<file path="config.mk">
export PLATFORM = sky130hd
export DESIGN_NAME = regFile
export DESIGN_NICKNAME = d
export VERILOG_FILES = /design/src/pipePkg.sv /design/src/regFile.sv
export VERILOG_INCLUDE_DIRS = /design/src /design/src/src
export SDC_FILE = /design/constraint.sdc
export NUM_CORES = 2
export LEC_CHECK = 0
export BUFFER_PORTS_ARGS = -buffer_cell sky130_fd_sc_hd__buf_2
export CORE_ASPECT_RATIO = 0.5
export CORE_MARGIN = 5
export CORE_UTILIZATION = 50
export CTS_BUF_LIST = sky130_fd_sc_hd__clkbuf_16
export DETAILED_ROUTE_END_ITERATION = 8
export PLACE_DENSITY = 0.7
export REMOVE_ABC_BUFFERS = 1
export SLEW_MARGIN = 10
export SYNTH_ARGS = -nofsm -noshare
export SYNTH_HDL_FRONTEND = slang
export SYNTH_SLANG_ARGS = --single-unit
export TNS_END_PERCENT = 20
</file>
<file path="constraint.sdc">
create_clock -name clock -period 3 [get_ports clock]
set_input_delay 0.6 -clock clock [delete_from_list [all_inputs] [get_ports clock]]
set_output_delay 0.6 -clock clock [all_outputs]
set_load 0.1 [all_outputs]
</file>
<file path="src/cpuDefs_defs.svh">
// CPU sizing macros for data path, register file and data memory
`ifndef CPUDEFS_DEFS_SVH
`define CPUDEFS_DEFS_SVH

// ------------------------------------------------------------
// Data path
// ------------------------------------------------------------
`define DATA_WIDTH 32 // Data and instruction word

// ------------------------------------------------------------
// Register file
// ------------------------------------------------------------
`define REG_COUNT 32
`define REG_ADDR_WIDTH 5

// ------------------------------------------------------------
// Data memory
// ------------------------------------------------------------
`define DMEM_WORDS 64
`define DMEM_ADDR_WIDTH 6 // Word index width
`define DMEM_ADDR_LSB 2 // Byte offset bits below the word index

`endif

</file>
<file path="src/pipePkg.sv">
// Pipeline types for control word, decode bundle and register write record
`include "cpuDefs_defs.svh"

package pipePkg;

	// ALU operations
	typedef enum logic [2:0] {
		ALU_ADD,
		ALU_SUB,
		ALU_AND,
		ALU_OR,
		ALU_XOR,
		ALU_SLT,  // Signed less-than
		ALU_PASSB // Operand B straight through for LUI
	} aluOp_t;

	// Control word built in decode
	typedef struct packed {
		aluOp_t                     aluOp;
		logic                       useImm;   // B operand from immediate
		logic                       memRead;
		logic                       memWrite;
		logic                       regWrite; // Never set for register 0
		logic [`REG_ADDR_WIDTH-1:0] destReg;
	} ctrl_t;

	// ------------------------------------------------------------
	// Decode to execute
	// ------------------------------------------------------------
	typedef struct packed {
		ctrl_t                      ctrl;
		logic [`DATA_WIDTH-1:0]     regA;       // rs value
		logic [`DATA_WIDTH-1:0]     regB;       // rt value, also store data
		logic [`DATA_WIDTH-1:0]     operandImm; // Already extended
		logic [`REG_ADDR_WIDTH-1:0] rs;         // For forwarding compare
		logic [`REG_ADDR_WIDTH-1:0] rt;
	} decodeBundle_t;

	// Writeback record for register file port and trace
	typedef struct packed {
		logic                       valid;
		logic [`REG_ADDR_WIDTH-1:0] regAddr;
		logic [`DATA_WIDTH-1:0]     data;
	} regWrite_t;

endpackage

</file>
<file path="src/regFile.sv">
// Register file with two read ports, one write port, zero register and write-through
`include "cpuDefs_defs.svh"

module regFile (
	input  logic                       clock,
	input  logic                       reset,
	input  logic [`REG_ADDR_WIDTH-1:0] addrA,
	input  logic [`REG_ADDR_WIDTH-1:0] addrB,
	output logic [`DATA_WIDTH-1:0]     readA,
	output logic [`DATA_WIDTH-1:0]     readB,
	input  pipePkg::regWrite_t         write
);

	logic [`DATA_WIDTH-1:0] regs [`REG_COUNT];

	// Write port, r0 never stored
	always_ff @(posedge clock) begin
		if (reset) begin
			for (int i = 0; i < `REG_COUNT; i++) begin
				regs[i] <= '0;
			end
		end else if (write.valid && write.regAddr != '0) begin
			regs[write.regAddr] <= write.data;
		end
	end

	// One read port, bypassing a same-edge write
	function automatic logic [`DATA_WIDTH-1:0] readPort(
		input logic [`REG_ADDR_WIDTH-1:0] addr
	);
		logic [`DATA_WIDTH-1:0] value;
		if (addr == '0)
			value = '0; // Hardwired zero
		else if (write.valid && write.regAddr == addr)
			value = write.data; // Write-through
		else
			value = regs[addr];
		return value;
	endfunction

	always_comb readA = readPort(addrA);
	always_comb readB = readPort(addrB);

	// Decode drops r0 writes, so none may reach the port
	noZeroWrite: assert property (@(posedge clock) disable iff (reset)
		write.valid |-> write.regAddr != '0)
		else $error("regFile: valid write aimed at register 0");

endmodule

</file>
=== Word-level counts from Yosys, hierarchy flattened ===
Memories as Yosys holds them, arrays and structs flattened.
Cells that the tools add are included.

* Equality and inequality tests: 2
* Muxes and demuxes: 12
* Reductions and logical operators: 7

{| class="wikitable"
|+ Operators by type and width
! operator !! count
|-
| $mux W32 || 5
|-
| $reduce_or A32 Y1 || 1
|-
| $eq A5 B5 Y1 || 2
|-
| $logic_not A5 Y1 || 2
|-
| $mux W1 || 6
|-
| $mux W5 || 1
|-
| $reduce_bool A5 Y1 || 1
|-
| $logic_and A1 B1 Y1 || 3
|}

* Register bits after elaboration: 0
* Memory bits (writable): 1024
* Input bits: 50
* Output and inout bits: 64
* Logic and storage cells: 22
* Memories kept: 1

{| class="wikitable"
|+ Memory list
! name !! depth !! bits a word !! read ports !! clocked after Yosys merged registers in !! write ports !! RTL line !! source
|-
| regs || 32 || 32 || 2 || 0 || 32 || regFile.sv:14 || <nowiki>logic [`DATA_WIDTH-1:0] regs [`REG_COUNT];</nowiki>
|}

=== Logic depth before layout (Yosys ltp) ===
* Depth after elaboration: 7
* Gate-level depth with buffers: 9
* Gate-level depth less buffers: 5

=== Worst setup path after synthesis ===
Ideal clock, no wire load.

* Kind: input port to output port
* Start: input port addrB[0]
* End: output port readB[18]
* Arrival time: 3429 ps
* Required time: 2400 ps
* Slack: -1029 ps
* Stages: 9
* Buffers on the path: 5
* Cell sequence: buf_6 -> buf_6 -> buf_6 -> buf_6 -> buf_6 -> mux2i_1 -> a221oi_1 -> a21oi_1 -> a31oi_1

* Cells in the longest elaborated chain, start to end: 4
* Elaborated cells between the ends (all ways): 6
* Those cells by class: 1 x eq/ne; 2 x mux; 2 x reduce/logical; 1 x memory

{| class="wikitable"
|+ RTL lines
! item !! RTL line !! source
|-
| start, declared || regFile.sv:8 || <nowiki>input logic [`REG_ADDR_WIDTH-1:0] addrB,</nowiki>
|-
| branches (longest 3 deep; another with $mem_v2 Z32 W32) || n/a ||
|-
| $mux W32 (*) || regFile.sv:32 || <nowiki>if (addr == '0)</nowiki>
|-
| end, declared || regFile.sv:10 || <nowiki>output logic [`DATA_WIDTH-1:0] readB,</nowiki>
|}

Mark *: on every way between the ends.

==> out/summary.txt <==
final period utilization: 111%
placed inst area: 62100 µm²
Synth warnings: 0
number of synthesized register bits: 1024
XOR/XNOR share of the synthesized area: 0.159%
clock slew at reported path FFs: 60 ps
hold wc startpoint: write[19]
vias in the first global route: 39600
kind of critical path: reg2out
critical path arrival: 2740 ps
ys async rst share: 0%
Peak VDD IR: 0.439 mV
syn avg cell area: 14.5 µm²
failing checks: negative setup slack
Routed WL: 210000 µm
core area: 110000 µm²
Area Overhead vs Synth: 21.5%
Power Dens Cells: 541 nW/µm²
total global routing track utilization: 35.2%
Synth Area in Compound Gates: 6.03%
Synth Area in Simple Gates: 13.0%
mux cell area share after synthesis: 21.5%
status: complete, but fails checks
Largest regs: regs: 1024 flops
Adder-Cell Fraction of Synth Area: 0%
vias per cell: 6.99
chip height: 245 µm
Endpoint, Worst Hold: regs[1][19]
max-cap violations: 0
# IOs: 114
final core utilization: 60.9%
Fin. Hold Viols: 0
IO Port Bufs: 113
Clock Path Buffers: 3
initial antenna violation count: 20
Mapped Cells: 3802
fin nets: 4216
RSZ-0062 raised after global routing: yes
Finished Cell Area: 66900 µm²
# H-tree levels: 3
gp weighted congestion: 0.964
Seq/Total Area, Yosys: 55.8%
HPWL after detailed placement: 132000 µm
chip width: 479 µm
layout cells sized above 1: 33.1%
Iter 0 DRT Violations: 7068
largest family of logic cells by synthesized area: multiplexers
drt pass-1 iters: 5
total congestion overflow: 0
Top FF cell, synth: edfxtp_1
top-area cell type share of the netlist area: 55.8%
library cells used by synthesis: 52
CP required: 2400 ps
Final Setup Violations: 64
total leakage power: 24.4 nW
Fin Setup TNS: -12410 ps
max frequency: 0.299 GHz
FILL cells: 8099
cell taking the most area after synthesis: edfxtp_1
Post-Syn Area: 55100 µm²
num rows: 86
Clock Sinks: 1024
Crit. End Element: output pin
DP Worst Slack: -527 ps
total CTS buffers: 94
DRC: 0
Detail Route Antenna Nets: 0
via count: 39900
Final WS setup: -339 ps
EDFF count, synth: 1024
hold buffer count at CTS: 0
CP cell instances: mux4_2 > a22oi_2 > buf_4 > nand2_1 > a221o_1 > buf_12
worst stage delay on the critical path: 540 ps
Worst Setup Start Kind: register
top post-synthesis cells by area: edfxtp_1, mux4_2, and2_1, mux2i_1, clkbuf_1
Routed wire per std cell: 36.7 µm
min cycle time layout: 3340 ps
largest net degree at the start of global routing: 37
Largest register FFs: 1024
total power after layout: 36.2 mW
Tightest Pin Transition: 850 ps
DIE AREA: 117000 µm²
Max FO, Critical Path: 2
Top reg by flops: regs
CTS tree: yes
WHS Path Cells: 2
Hold Crit Class: in2reg
Max transition margin: 43.3%
starting density of the core: 50.2%
clk root buf: clkbuf_16
max-slew violations: 0
first-pass GRT wire length: 292000 µm
slowest CP cell: mux4_2
power by group:
group	switching, mW	total [mW]	internal [mW]
clock network	5.65	12.5	6.82
registers	0.434	17.0	16.5
logic	4.00	6.76	2.76
layout make-up:
class	count	area (µm²)	area share [%]
diodes	15	37.5	0.0561
clock buffers	97	2430	3.63
clock inverters	75	667	0.997
inverters	2	8.76	0.0131
multi-input cells	2394	23600	35.2
flip-flops and latches	1024	30700	46.0
well taps	1452	1820	2.72
repair buffers	650	7620	11.4
worst max-delay path: cells and delay by family (launching register included):
kind	cells	cell delay, ps
simple gates	1	50
flops	1	420
compound gates	2	640
buf+inv	2	380
mux	1	540
cell usage in the layout (no fill, tap or decap), drive strengths merged, types with 10 or more instances in the layout:
master and instances:
edfxtp 1024, and2 996, buf 649, mux4 375
mux2i 330, a22oi 107, clkbuf 98, nand2 64
a21oi 64, o21ai 63, nor2 49, o221ai 38
o22ai 37, clkinv 35, or2 34, conb 32
a32o 32, a211oi 32, a221oi 27, inv 21
diode 15, o221a 15, nand3 13, bufinv 11
a221o 11, a31oi 11, xnor2 10, clkinvlp 10
kinds of logic (layout without fill, tap and decap cells):
family	Yosys count	in the layout
AND/OR/NAND/NOR	1184	1184
other	1	47
flip-flops	1024	1024
buffers and inverters	415	824
AO/OA/AOI/OAI	457	457
multiplexers	711	711
XOR/XNOR	10	10
cell usage after synthesis, types with 37 or more instances:
| library cell | number |
|---|---|
| a21oi_1 | 64 |
| a22oi_1 | 107 |
| and2_1 | 994 |
| buf_2 | 56 |
| clkbuf_1 | 278 |
| edfxtp_1 | 1024 |
| mux2i_1 | 330 |
| mux4_2 | 375 |
| nand2_1 | 64 |
| nor2_1 | 49 |
| o21ai_1 | 49 |
| o221ai_1 | 38 |
| o22ai_1 | 37 |
layer usage:
| metal | vias up | global-route usage [%] | wire [µm] |
|---|---|---|---|
| met5 | - | 0 | 13 |
| met4 | 2 | 17.3 | 12500 |
| met3 | 824 | 12.9 | 33100 |
| met2 | 3692 | 52.0 | 90900 |
| met1 | 20000 | 46.4 | 73100 |
| li1 | 15400 | - | - |
worst max path at each step:
stage,endpoint,cells past startpoint,slack [ps],startpoint
after floorplan,readA[0],4,-1110,addrA[2]
final,readB[19],6,-340,regs[7][19]
after global placement,readB[2],9,-570,addrB[0]
after CTS,readB[28],9,-290,addrB[0]
after global routing,readB[19],6,-360,regs[6][19]
after detailed placement,readB[8],8,-530,addrB[0]
through the flow:
stage	hold WS, ps	instances
floorplan	712	3420
global placement	988	5476
detailed placement	992	5476
CTS	241	5669
global route	261	5698
finish	289	5709
timing repair:
action / CTS / global route
cloned: 1 / 1
endpoints found under the setup margin: 64 / 64
buffers inserted: 22 / 24
gates resized for setup: 168 / 91
pin swaps: 29 / 29
(Power assumes the default switching activity.)
