## config.mk

```make
export PLATFORM = sky130hd
export DESIGN_NAME = instrDecoder
export DESIGN_NICKNAME = d
export VERILOG_FILES = /design/src/isaPkg.sv /design/src/pipePkg.sv /design/src/instrDecoder.sv
export VERILOG_INCLUDE_DIRS = /design/src /design/src/src
export SDC_FILE = /design/constraint.sdc
export NUM_CORES = 1
export LEC_CHECK = 0
export BUFFER_PORTS_ARGS = -buffer_cell sky130_fd_sc_hd__buf_2
export CORE_UTILIZATION = 38
export DETAILED_ROUTE_END_ITERATION = 8
export PLACE_DENSITY = 0.95
export SLEW_MARGIN = 20
export SYNTH_ARGS = -nofsm -noshare
export SYNTH_HDL_FRONTEND = slang
export SYNTH_SLANG_ARGS = --single-unit
export TNS_END_PERCENT = 100
```

## constraint.sdc

```tcl
create_clock -name vclk -period 2.7
set_input_delay 0 -clock vclk [all_inputs]
set_output_delay 0 -clock vclk [all_outputs]
set_load 0.01 [all_outputs]
```

## src/cpuDefs_defs.svh

```systemverilog
// CPU sizing macros for data path, register file and data memory
`ifndef CPUDEFS_DEFS_SVH
`define CPUDEFS_DEFS_SVH

// ------------------------------------------------------------
// Data path
// ------------------------------------------------------------
`define DATA_WIDTH 32 // Data and instruction word

// ------------------------------------------------------------
// Register file
// ------------------------------------------------------------
`define REG_COUNT 32
`define REG_ADDR_WIDTH 5

// ------------------------------------------------------------
// Data memory
// ------------------------------------------------------------
`define DMEM_WORDS 64
`define DMEM_ADDR_WIDTH 6 // Word index width
`define DMEM_ADDR_LSB 2 // Byte offset bits below the word index

`endif

```

## src/isaPkg.sv

```systemverilog
// Instruction set types for major opcodes, R-type function codes and field layout
`include "cpuDefs_defs.svh"

package isaPkg;

	// ------------------------------------------------------------
	// Major opcodes
	// ------------------------------------------------------------
	typedef enum logic [5:0] {
		OP_RTYPE = 6'h00, // Register-register ops, selected by funct
		OP_ADDIU = 6'h09, // Sign-extended immediate
		OP_ANDI  = 6'h0C, // Zero-extended immediate
		OP_ORI   = 6'h0D, // Zero-extended immediate
		OP_LUI   = 6'h0F, // Immediate into upper half
		OP_LW    = 6'h23,
		OP_SW    = 6'h2B
	} opcode_t;

	// ------------------------------------------------------------
	// R-type function codes
	// ------------------------------------------------------------
	typedef enum logic [5:0] {
		FN_ADDU = 6'h21,
		FN_SUBU = 6'h23,
		FN_AND  = 6'h24,
		FN_OR   = 6'h25,
		FN_XOR  = 6'h26,
		FN_SLT  = 6'h2A // Signed compare
	} funct_t;

	// Instruction word, MIPS field order
	// Low 16 bits double as the immediate
	typedef struct packed {
		opcode_t                    opcode; // 31:26
		logic [`REG_ADDR_WIDTH-1:0] rs;     // 25:21
		logic [`REG_ADDR_WIDTH-1:0] rt;     // 20:16
		logic [`REG_ADDR_WIDTH-1:0] rd;     // 15:11
		logic [4:0]                 shamt;  // Unused by kept ops
		funct_t                     funct;  // 5:0
	} instr_t;

endpackage

```

## src/pipePkg.sv

```systemverilog
// Pipeline types for control word, decode bundle and register write record
`include "cpuDefs_defs.svh"

package pipePkg;

	// ALU operations
	typedef enum logic [2:0] {
		ALU_ADD,
		ALU_SUB,
		ALU_AND,
		ALU_OR,
		ALU_XOR,
		ALU_SLT,  // Signed less-than
		ALU_PASSB // Operand B straight through for LUI
	} aluOp_t;

	// Control word built in decode
	typedef struct packed {
		aluOp_t                     aluOp;
		logic                       useImm;   // B operand from immediate
		logic                       memRead;
		logic                       memWrite;
		logic                       regWrite; // Never set for register 0
		logic [`REG_ADDR_WIDTH-1:0] destReg;
	} ctrl_t;

	// ------------------------------------------------------------
	// Decode to execute
	// ------------------------------------------------------------
	typedef struct packed {
		ctrl_t                      ctrl;
		logic [`DATA_WIDTH-1:0]     regA;       // rs value
		logic [`DATA_WIDTH-1:0]     regB;       // rt value, also store data
		logic [`DATA_WIDTH-1:0]     operandImm; // Already extended
		logic [`REG_ADDR_WIDTH-1:0] rs;         // For forwarding compare
		logic [`REG_ADDR_WIDTH-1:0] rt;
	} decodeBundle_t;

	// Writeback record for register file port and trace
	typedef struct packed {
		logic                       valid;
		logic [`REG_ADDR_WIDTH-1:0] regAddr;
		logic [`DATA_WIDTH-1:0]     data;
	} regWrite_t;

endpackage

```

## src/instrDecoder.sv

```systemverilog
// Instruction decoder mapping opcode and funct to a control word and extended operand
`include "cpuDefs_defs.svh"

module instrDecoder (
	input  isaPkg::instr_t         instr,
	input  logic                   instrValid,
	output pipePkg::ctrl_t         ctrl,
	output logic [`DATA_WIDTH-1:0] operandImm
);
	import isaPkg::*;
	import pipePkg::*;

	logic [15:0]            imm16;
	logic [`DATA_WIDTH-1:0] signExt;
	logic [`DATA_WIDTH-1:0] zeroExt;
	logic [`DATA_WIDTH-1:0] upperImm;
	ctrl_t                  rawCtrl;   // Before validity gating
	logic                   known;     // Recognized encoding
	logic                   writesReg; // Op has a register result

	// ------------------------------------------------------------
	// Immediate forms
	// ------------------------------------------------------------
	assign imm16    = instr[15:0];
	assign signExt  = {{(`DATA_WIDTH-16){imm16[15]}}, imm16};
	assign zeroExt  = {{(`DATA_WIDTH-16){1'b0}}, imm16};
	assign upperImm = {imm16, {(`DATA_WIDTH-16){1'b0}}}; // LUI

	// ------------------------------------------------------------
	// Control decode
	// ------------------------------------------------------------
	always_comb begin
		rawCtrl    = '0;
		known      = 1'b1;
		writesReg  = 1'b1;
		operandImm = signExt;
		rawCtrl.destReg = instr.rt; // I-type default
		case (instr.opcode)
			OP_RTYPE: begin
				rawCtrl.destReg = instr.rd;
				case (instr.funct)
					FN_ADDU: rawCtrl.aluOp = ALU_ADD;
					FN_SUBU: rawCtrl.aluOp = ALU_SUB;
					FN_AND:  rawCtrl.aluOp = ALU_AND;
					FN_OR:   rawCtrl.aluOp = ALU_OR;
					FN_XOR:  rawCtrl.aluOp = ALU_XOR;
					FN_SLT:  rawCtrl.aluOp = ALU_SLT;
					default: known = 1'b0;
				endcase
			end
			OP_ADDIU: begin
				rawCtrl.aluOp  = ALU_ADD;
				rawCtrl.useImm = 1'b1;
			end
			OP_ANDI: begin
				rawCtrl.aluOp  = ALU_AND;
				rawCtrl.useImm = 1'b1;
				operandImm     = zeroExt;
			end
			OP_ORI: begin
				rawCtrl.aluOp  = ALU_OR;
				rawCtrl.useImm = 1'b1;
				operandImm     = zeroExt;
			end
			OP_LUI: begin
				rawCtrl.aluOp  = ALU_PASSB; // Shift already done here
				rawCtrl.useImm = 1'b1;
				operandImm     = upperImm;
			end
			OP_LW: begin
				rawCtrl.aluOp   = ALU_ADD; // Base plus offset
				rawCtrl.useImm  = 1'b1;
				rawCtrl.memRead = 1'b1;
			end
			OP_SW: begin
				rawCtrl.aluOp    = ALU_ADD;
				rawCtrl.useImm   = 1'b1;
				rawCtrl.memWrite = 1'b1;
				writesReg        = 1'b0; // rt is the data source
			end
			default: known = 1'b0;
		endcase

		// Writes to r0 are dropped here so no later stage sees them
		rawCtrl.regWrite = writesReg && (rawCtrl.destReg != '0);

		// Bubble or unknown encoding gives all enables low
		ctrl = (instrValid && known) ? rawCtrl : '0;
	end

endmodule

```

# --- Yosys cells after proc, flatten, opt, wreduce, memory -nomap -nowiden ---
# Cells that the tools add are included.
classes:
  n_eq_ne: 12
  n_mux: 11
  n_reduce_logical: 7
ops:
  columns: ["op", "n"]
  rows:
  - ["32-bit one-hot mux with 2 select lines", 1]
  - ["6-bit equality test (second input constant)", 8]
  - ["6-bit by 4-bit equality test with 1-bit output (second input constant)", 4]
  - ["3-bit one-hot mux with 5 select lines", 1]
  - ["12-bit 2-to-1 mux", 1]
  - ["3-bit one-hot mux with 4 select lines", 1]
  - ["6-bit OR reduction", 2]
  - ["6-bit logical NOT", 1]
  - ["1-bit 2-to-1 mux", 5]
  - ["5-bit 2-to-1 mux", 1]
  - ["5-bit nonzero test", 1]
  - ["1-bit logical AND", 2]
  - ["1-bit one-hot mux with 2 select lines", 1]
  - ["2-bit OR reduction", 1]
word_totals:
  reg_bits: 0

# --- Logic depth before layout (Yosys ltp) ---
# Gate-level depths: netlist of run 1.
depth:
  word_depth: 6
  ltp_mapped: 6

# --- Least setup slack after synthesis of run 1 ---
# Ideal clock, no wire load.
synth_path:
  path_type: "input to output"
  startpoint: "in instr[29] in the netlist's numbering"
  endpoint: "out ctrl[10] in the netlist's numbering"
  arrival_time_ps: 1135
  setup_slack_ps: 1565
  stages: 4
  n_path_buf: 0
  path_cell_list: "nor4_4 > nand3_2 > or4b_1 > a21boi_1"
synth_rtl:
  columns: ["element", "line", "source"]
  rows:
  - ["start: declaration", "instrDecoder.sv:5", "input isaPkg::instr_t instr,"]
  - ["end: declaration", "instrDecoder.sv:7", "output pipePkg::ctrl_t ctrl,"]

# --- Worst setup path in the final report of run 1 ---
layout_path:
  startpoint: "in instr[30] in the netlist's numbering"
  endpoint: "out operandImm[21]"
layout_between:
  elab_chain_len: 3
  word_cells_on_any_way: 5
  classes_between: "eq/ne (3); mux (1); reduce/logical (1)"
layout_lines:
  columns: ["element", "line", "source"]
  rows:
  - ["6-bit by 4-bit equality test with 1-bit output", "instrDecoder.sv:38", "case (instr.opcode)"]
  - ["2-bit OR reduction (no line)", null, null]
  - ["32-bit one-hot mux with 2 select lines (*)", "instrDecoder.sv:38", null]
  - ["end: declaration", "instrDecoder.sv:8", "output logic [`DATA_WIDTH-1:0] operandImm"]
# Mark *: on every way between the ends. The rest lies on a longest branch, timed or not.

==> results of run 1 <==
==> cell usage in the layout (no fill, tap or decap), drive strengths merged, types with 2 or more instances in the layout <==
master / netlist / routed
inv: 6 / 6
a31oi: 2 / 2
a21oi: 5 / 5
o21bai: 2 / 2
nor3: 3 / 3
o21ai: 2 / 2
and2: 3 / 3
nor2b: 17 / 17
buf: 5 / 72
or4: 2 / 2
a21o: 15 / 15
nor2: 4 / 4
mux2i: 5 / 5
nand2: 2 / 2
==> power by group <==
part           total (mW)  internal (mW)  switching (mW)  leakage (nW)
Sequential              0              0               0             0
Clock                   0              0               0             0
Combinational       0.133         0.0616          0.0718         0.638
==> per-layer routing <==
layer,global-route usage (%),vias to the layer above,share of wire [%]
met5,0,-,0
met4,1.21,0,0
met3,1.28,0,6.7
met2,42.1,35,52
met1,25.1,413,41
li1,-,473,-
==> synth_stat cells (2+ instances only) <==
cell type	n	area [um2]
sky130_fd_sc_hd__o21bai_1	2	15.0
sky130_fd_sc_hd__or4_1	2	15.0
sky130_fd_sc_hd__clkbuf_1	2	7.51
sky130_fd_sc_hd__nor2b_1	17	106
sky130_fd_sc_hd__and2_1	3	18.8
sky130_fd_sc_hd__o21ai_1	2	10.0
sky130_fd_sc_hd__buf_2	5	25.0
sky130_fd_sc_hd__nor2_1	4	15.0
sky130_fd_sc_hd__a21o_1	15	113
sky130_fd_sc_hd__inv_1	6	22.5
sky130_fd_sc_hd__nor3_1	3	15.0
sky130_fd_sc_hd__a21oi_1	5	25.0
sky130_fd_sc_hd__a31oi_1	2	12.5
sky130_fd_sc_hd__mux2i_1	5	50.1
==> how the worst max path moves through the flow <==
stage / startpoint / end / slack [ns] / cells after the start
after floorplan: instr[29] / ctrl[10] / 1.57 / 4
after global placement: instr[30] / ctrl[11] / 1.16 / 5
after detailed placement: instr[30] / operandImm[20] / 1.10 / 5
after CTS: instr[30] / operandImm[20] / 1.08 / 5
after global routing: instr[30] / ctrl[11] / 0.93 / 5
final: instr[30] / operandImm[21] / 1.07 / 5
==> logic make-up (layout without fill, tap and decap cells) <==
group	after synthesis	count (layout)
buffers and inverters	13	78
and+or+nand+nor	41	41
xor gates and xnor gates	2	2
muxes	6	6
AOI/OAI and AO/OA	32	32
==> area by class of cell <==
type                       count  area (um2)
timing repair buffer          72         360
inverter                       6        22.5
fill                         144         553
multi-input combinational     81         586
tap                           16        20.0
==> critical path, delay by kind of cell <==
family / cells / cell delay [ns]
AOI/OAI and AO/OA: 1 / 0.23
and+or+nand+nor: 2 / 1.14
buffers and inverters: 2 / 0.27
==> metrics, run 1 <==
area inside the core boundary=0.00154 mm2; final count of pins violating max slew=0; DRC violations left=0; combinational family with the most area after synthesis=simple AND/OR/NAND/NOR gates; clock buffer count in the final layout=0; Util after Layout=64.1%; worst stage delay on the critical path=0.82 ns; register area=0 um2; Period minus WS final=1.63 ns; Die Y-Extent=43.1 um; post-synthesis share of cell area spent on and, or, nand and nor gates=43.8%; Post-Route Hold Slack=0.288 ns; Synth warnings=0; xor-xnor portion of the synthesized cell area=2.73%; share of synthesized area spent on multiplexers=9.57%; post-place setup slack=1.10 ns; max cap viols=0; run status=complete, no violations; Placed Cells=175; pin count of the biggest net entering global routing=33; layout net count=194; vias in the first global route=838; CP Capture Type=output pin; post-detailed-route count of antenna-violating nets=0; area overhead of the layout relative to synthesis=54.3%; site row count=14; total setup buffers inserted after CTS=0; routability congestion estimate=0.771; GRT Total Usage=21.0%; normalized max-slew margin=34.9%; final total negative setup slack=0 ns; hold_buf cts=0; fraction of layout cells with a size suffix above 1=47.8%; number of I/O pins=77; CP cell instances=buf_2, and4bb_1, and3_1, a21o_1, buf_2; final hold violation count=0; worst hold path class=in2out; antenna fix cells=0; Setup-failing EPs final=0; Startpoint Class=input pin; final cell count without fillers=175; DP HPWL=1730 um; Worst-Margin Slew=0.976 ns; path type of the worst setup path=in2out; final WL=2080 um; via-per-instance ratio=5.26; area of all placed cells without fillers=988 um2; setup repair after global routing missed its margin=no; endpoint with the worst hold slack=operandImm[23]; Port Buffer Count=72; Data required, critical path=2.70 ns; wire length of the first global-routing pass=3270 um; Fmax achieved=612 MHz; Power Dens Cells=135 mW/mm2; share of the clock period used by the worst path=60.5%; Syn Area/Cell=6.82 um2; Tot Pwr=0.133 mW; antenna violations before repair=0; die outline area=0.00185 mm2; flip-flop and latch count=0; cell area reported after detailed placement=988 um2; number of nets produced by synthesis=127; sequential element share of the synthesized area=0%; Initial Util=41.6%; Gates resized, CTS repair=0; static leakage=0.638 nW; cell count of the worst hold path=3; Netlist Area Pre-Place=641 um2; width of the die=43.1 um; slack of the critical path=1.07 ns; cells after synthesis=94; Synth Area in Compound Gates=35.4%; overall via count from detail_route=921; number of DRC markers after the initial detailed-route iteration=16; sum of overflow across all layers after global routing=0; largest vdd supply drop=0.0896 mV; launch instance of the worst min-delay path=instr[7]; post-DR wirelength/cell=11.9 um; detailed-router iteration count before antenna repair=3; cell type of the slowest stage on the worst timing path=sky130_fd_sc_hd__and3_1; post-synth cell types=35; area share of fa/ha/maj cells after synthesis=0%; Crit Path Max Fanout=32; Most common cell on crit path=sky130_fd_sc_hd__buf_2; worst path arrival time=1.63 ns
Note: power is estimated with default switching activity, not from simulation.
==> run 2: changes to the inputs <==
Settings changed: CORE_UTILIZATION 38 to 35.
Clock period 2.7 ns to 1.6 ns, I/O delays scaled along.
==> run 2 against run 1 <==
Design area increased by 1.9%. Die area increased by 8.1%. Via count decreased by 0.43%. Global-route usage decreased by 2.5 points. Highest routed layer is now met4. Core utilization decreased by 5.8 points. Final cell count increased by 5.7%. Power increased by 68%. Critical path depth increased by 1. Worst setup slack got worse by 0.87 ns. Sequential share of layout area unchanged. Wire length increased by 0.67%.
==> metrics, run 2 (same netlist as run 1, synthesis figures left out) <==
max cap viols=0 (unchanged); final cell count without fillers=185 (+5.7%); Tot Pwr=0.225 mW (+68%); Setup-failing EPs final=0 (unchanged); Gates resized, CTS repair=0 (unchanged); detailed-router iteration count before antenna repair=4 (+1); worst hold path class=in2out; Most common cell on crit path=sky130_fd_sc_hd__buf_2; largest vdd supply drop=0.135 mV (+51%); number of I/O pins=77 (unchanged); post-DR wirelength/cell=11.3 um (-4.8%); hold_buf cts=0 (unchanged); wire length of the first global-routing pass=2960 um (-9.5%); kind of cell adding the most delay to the critical path=simple AND/OR/NAND/NOR gates; worst path arrival time=1.40 ns (-0.23 ns); Initial Util=37.1% (-4.5 points); number of DRC markers after the initial detailed-route iteration=7 (-9); final count of pins violating max slew=0 (unchanged); Power Dens Cells=223 mW/mm2 (+65%); routability congestion estimate=0.727 (-5.7%); most common cell after layout, fill and taps aside=sky130_fd_sc_hd__buf_2; Fmax achieved=712 MHz; normalized max-slew margin=65.8% (+31 points); DRC violations left=0 (unchanged); pin count of the biggest net entering global routing=33 (unchanged); Port Buffer Count=72 (unchanged); area overhead of the layout relative to synthesis=57.2%; GRT Total Usage=18.5% (-2.5 points); final total negative setup slack=0 ns (unchanged); post-place setup slack=0.196 ns (-0.899 ns); static leakage=0.643 nW (+0.85%); vias in the first global route=698 (-17%); Data required, critical path=1.60 ns (-1.10 ns); CP Capture Type=output pin; final WL=2090 um (+0.67%); Die Y-Extent=44.8 um (+4.0%); share of the clock period used by the worst path=87.8%; FILL cells=174 (+21%); antenna violations before repair=0 (unchanged); DP HPWL=1690 um (-2.0%); fraction of layout cells with a size suffix above 1=48.1% (+0.33 points); cell type of the slowest stage on the worst timing path=sky130_fd_sc_hd__or4b_1; flip-flop and latch count=0 (unchanged); area inside the core boundary=0.00173 mm2 (+12%); post-detailed-route count of antenna-violating nets=0 (unchanged); Crit Path Max Fanout=4 (-88%); clock buffer count in the final layout=0 (unchanged); Worst-Margin Slew=0.509 ns (-0.467 ns); path type of the worst setup path=in2out; sum of overflow across all layers after global routing=0 (unchanged); antenna fix cells=0 (unchanged); setup repair after global routing missed its margin=no; CP cell instances=buf_2, nor4_4, nand3_2, or4b_1, a21boi_1, buf_2; total setup buffers inserted after CTS=0 (unchanged); highest-count cells in the layout ignoring fill and taps=sky130_fd_sc_hd__buf_2, sky130_fd_sc_hd__nor2b_1, sky130_fd_sc_hd__a21o_1; final hold violation count=0 (unchanged); overall via count from detail_route=917 (-0.43%); Period minus WS final=1.40 ns; Placed Cells=185 (+5.7%); via-per-instance ratio=4.96 (-5.8%); worst stage delay on the critical path=0.48 ns (-0.34 ns); register area=0 um2 (unchanged); width of the die=44.8 um (+4.0%); site row count=15 (+1); layout net count=195 (+0.52%); Crit path buffers/inverters=2 (unchanged); die outline area=0.00201 mm2 (+8.1%); Post-Route Hold Slack=0.285 ns (-0.00305 ns); slack of the critical path=0.196 ns (-0.870 ns); Startpoint Class=input pin; run status=complete, no violations
==> run 2: report_power, final <==
group          total, mW  internal (mW)  switching (mW)
clock                  0              0               0
sequential             0              0               0
combinational      0.225          0.104           0.120
==> run 2: worst paths after layout <==
| path | cells after the start | from | end | slack (ns) |
|---|---|---|---|---|
| setup / recovery | 6 | instr[29] | ctrl[10] | 0.20 |
| hold / removal | 3 | instr[8] | operandImm[24] | 0.28 |
==> run 2: cell type report <==
class	count	area [um2]	area share (%)
multi-input cells	81	586	58.1
well taps	25	31.3	3.11
inverters	6	22.5	2.24
repair buffers	73	368	36.5
==> run 2: metal layers <==
metal	track usage (%)	up-vias	part of all wire, %
met5	0	-	0
met4	1.82	0	0.48
met3	1.20	2	7.4
met2	33.8	48	47
met1	24.6	390	45
li1	-	477	-
==> run 2: per-stage QoR <==
step,utilization [%],area [um2]
floorplan,-,641
global placement,58.3,1010
detailed placement,58.3,1010
CTS,58.3,1010
global route,58.3,1010
finish,58.3,1010
==> run 3: changes to the inputs <==
Settings changed: ABC_AREA set to 1, CORE_UTILIZATION 35 to 37, GPL_TIMING_DRIVEN set to 0.
==> run 3 against run 2 <==
Highest routed layer is now met3. Largest power group unchanged. Non-clock buffer count increased by 3. Area after synthesis increased by 14%. Count of clock-buffer cells in the layout unchanged. Die area increased by 7.9%. Design area increased by 12%. Hold slack improved by 0.028 ns. Synthesized cell count increased by 49%. First-iteration DRC count increased by 110%. Wire length increased by 2.7%. Critical path depth increased by 4.
==> metrics, run 3 <==
path type of the worst setup path=in2out; DP HPWL=1850 um (+9.6%); launch point of the critical path=instr[29]; final cell count without fillers=237 (+28%); layout net count=247 (+27%); GRT Total Usage=18.8% (+0.30 points); Port Buffer Count=72 (unchanged); worst path arrival time=1.19 ns (-0.21 ns); cell type of the slowest stage on the worst timing path=sky130_fd_sc_hd__nor2_4; register area=0 um2 (unchanged); Gates resized, CTS repair=0 (unchanged); Util after Layout=63.1% (+4.8 points); width of the die=46.5 um (+3.9%); static leakage=0.713 nW (+11%); max cap viols=0 (unchanged); clock buffer count in the final layout=0 (unchanged); area fraction of the dominant cell type after synthesis=14.3% (-3.2 points); CP Capture Type=output pin; most common cell after layout, fill and taps aside=sky130_fd_sc_hd__buf_2; Period minus WS final=1.19 ns (-0.210 ns); area overhead of the layout relative to synthesis=53.4%; Netlist Area Pre-Place=733 um2 (+14%); Post-Route Hold Slack=0.313 ns (+0.0284 ns); worst stage delay on the critical path=0.17 ns (-0.31 ns); Crit Path Max Fanout=10 (+6); worst hold path class=in2out; number of I/O pins=77 (unchanged); Synth warnings=0 (unchanged); wire length of the first global-routing pass=3150 um (+6.5%); via-per-instance ratio=4.67 (-5.8%); final hold violation count=0 (unchanged); Critical Path End=ctrl[10]; top cells by area, synth=sky130_fd_sc_hd__inv_1, sky130_fd_sc_hd__nor2_1, sky130_fd_sc_hd__nand2_1, sky130_fd_sc_hd__nor2_2, sky130_fd_sc_hd__o21ai_1; Initial Util=41.1% (+4.0 points); highest-count cells in the layout ignoring fill and taps=sky130_fd_sc_hd__buf_2, sky130_fd_sc_hd__inv_1, sky130_fd_sc_hd__nor2_1; site row count=15 (unchanged); Crit path buffers/inverters=3 (+1); Placed Cells=237 (+28%); largest vdd supply drop=0.148 mV (+9.0%); leading cell types by count after synthesis=sky130_fd_sc_hd__inv_1, sky130_fd_sc_hd__nor2_1, sky130_fd_sc_hd__nand2_1, sky130_fd_sc_hd__o21ai_1, sky130_fd_sc_hd__nor2_2; critical path depth=10 (+4); FILL cells=193 (+11%); area occupied by multi-input gates=588 um2 (+0.43%); sequential element share of the synthesized area=0% (unchanged); most used standard cell by instance count after synthesis=sky130_fd_sc_hd__inv_1; post-detailed-route count of antenna-violating nets=0 (unchanged); detailed-router iteration count before antenna repair=4 (unchanged); CP cell instances=buf_2, nor2_4, nand2_2, nor2_4, nand3_1, nand3_2, o21ai_2, buf_6, nor2_2, buf_2; kind of cell adding the most delay to the critical path=simple AND/OR/NAND/NOR gates; Startpoint Class=input pin; post-DR wirelength/cell=9.06 um (-20%); Fmax achieved=837 MHz (+18%); flip-flop and latch count=0 (unchanged); final total negative setup slack=0 ns (unchanged); antenna fix cells=0 (unchanged); Data required, critical path=1.60 ns (about the same); number of DRC markers after the initial detailed-route iteration=15 (+8); cell type with the largest total area after synthesis=sky130_fd_sc_hd__inv_1; final WL=2150 um (+2.7%); pin count of the biggest net entering global routing=11 (-67%); setup repair after global routing missed its margin=no; vias in the first global route=796 (+14%); number of nets produced by synthesis=173 (+36%); slack of the critical path=0.406 ns (+0.210 ns); antenna violations before repair=0 (unchanged); share of the clock period used by the worst path=74.6% (-13 points); Syn Area/Cell=5.24 um2 (-23%); DRC violations left=0 (unchanged); post-synth cell types=25 (-29%); normalized max-slew margin=83.8% (+18 points); final count of pins violating max slew=0 (unchanged); Die Y-Extent=46.5 um (+3.9%); die outline area=0.00216 mm2 (+7.9%); routability congestion estimate=0.749 (+3.0%); post-place setup slack=0.395 ns (+0.199 ns); Worst-Margin Slew=0.241 ns (-0.268 ns); Setup-failing EPs final=0 (unchanged); run status=complete, no violations; fraction of layout cells with a size suffix above 1=48.6% (+0.46 points); cells after synthesis=140 (+49%); Power Dens Cells=216 mW/mm2 (-3.1%); area inside the core boundary=0.00178 mm2 (+3.3%); hold_buf cts=0 (unchanged); overall via count from detail_route=1107 (+21%); sum of overflow across all layers after global routing=0 (unchanged); total setup buffers inserted after CTS=0 (unchanged)
-- run 3: cell types whose count changed in the layout (fill, tap and decap cells not counted), sizes merged, moves of 10 or more --
| cell | change |
|---|---|
| nor2 | +37 |
| o21ai | +16 |
| nand2 | +20 |
| a21o | -15 |
| nand3 | +10 |
| inv | +25 |
| nor2b | -17 |
-- run 3: routing by layer --
layer / wire length, um / GRT usage (%) / share of wire [%] / vias to the layer above
li1: - / - / - / 590
met1: 916 / 23.4 / 43 / 481
met2: 1110 / 37.2 / 52 / 36
met3: 118 / 0 / 5.5 / 0
met4: 0 / 0 / 0 / 0
met5: 0 / 0 / 0 / -
-- run 3: cell families after synthesis --
kind of cell | synth area share (%)
buffers and inverters | 19.8
and+or+nand+nor | 62.1
AOI/OAI and AO/OA | 18.1
-- run 3: power by group --
group / leakage [nW] / total, mW / internal, mW / switching, mW
clock: 0 / 0 / 0 / 0
sequential: 0 / 0 / 0 / 0
combinational: 0.713 / 0.243 / 0.0988 / 0.144
total: 0.713 / 0.243 / 0.0988 / 0.144
-- run 3: worst min path at each step --
stage | startpoint | to | slack [ns] | cells past startpoint
after floorplan | instr[15] | operandImm[31] | 0.1 | 2
after global placement | instrValid | ctrl[8] | 0.30 | 4
after detailed placement | instrValid | ctrl[8] | 0.31 | 4
after CTS | instrValid | ctrl[8] | 0.31 | 4
after global routing | instr[9] | operandImm[9] | 0.34 | 4
final | instrValid | ctrl[8] | 0.31 | 4
-- run 3: area by class of cell --
class                           instances  share of cell area, %
Buffer                                  4                   2.56
Inverter                               31                   10.3
Multi-Input combinational cell        105                   52.3
Tap cell                               25                   2.78
Timing Repair Buffer                   72                   32.0
-- run 3: per-stage QoR --
| step | area [um2] | power [mW] |
|---|---|---|
| final | 1120 | 0.243 |
| after global routing | 1120 | 0.269 |
| after floorplan | 733 | 0.132 |
| after CTS | 1120 | 0.245 |
| after detailed placement | 1120 | 0.244 |
| after global placement | 1120 | 0.240 |
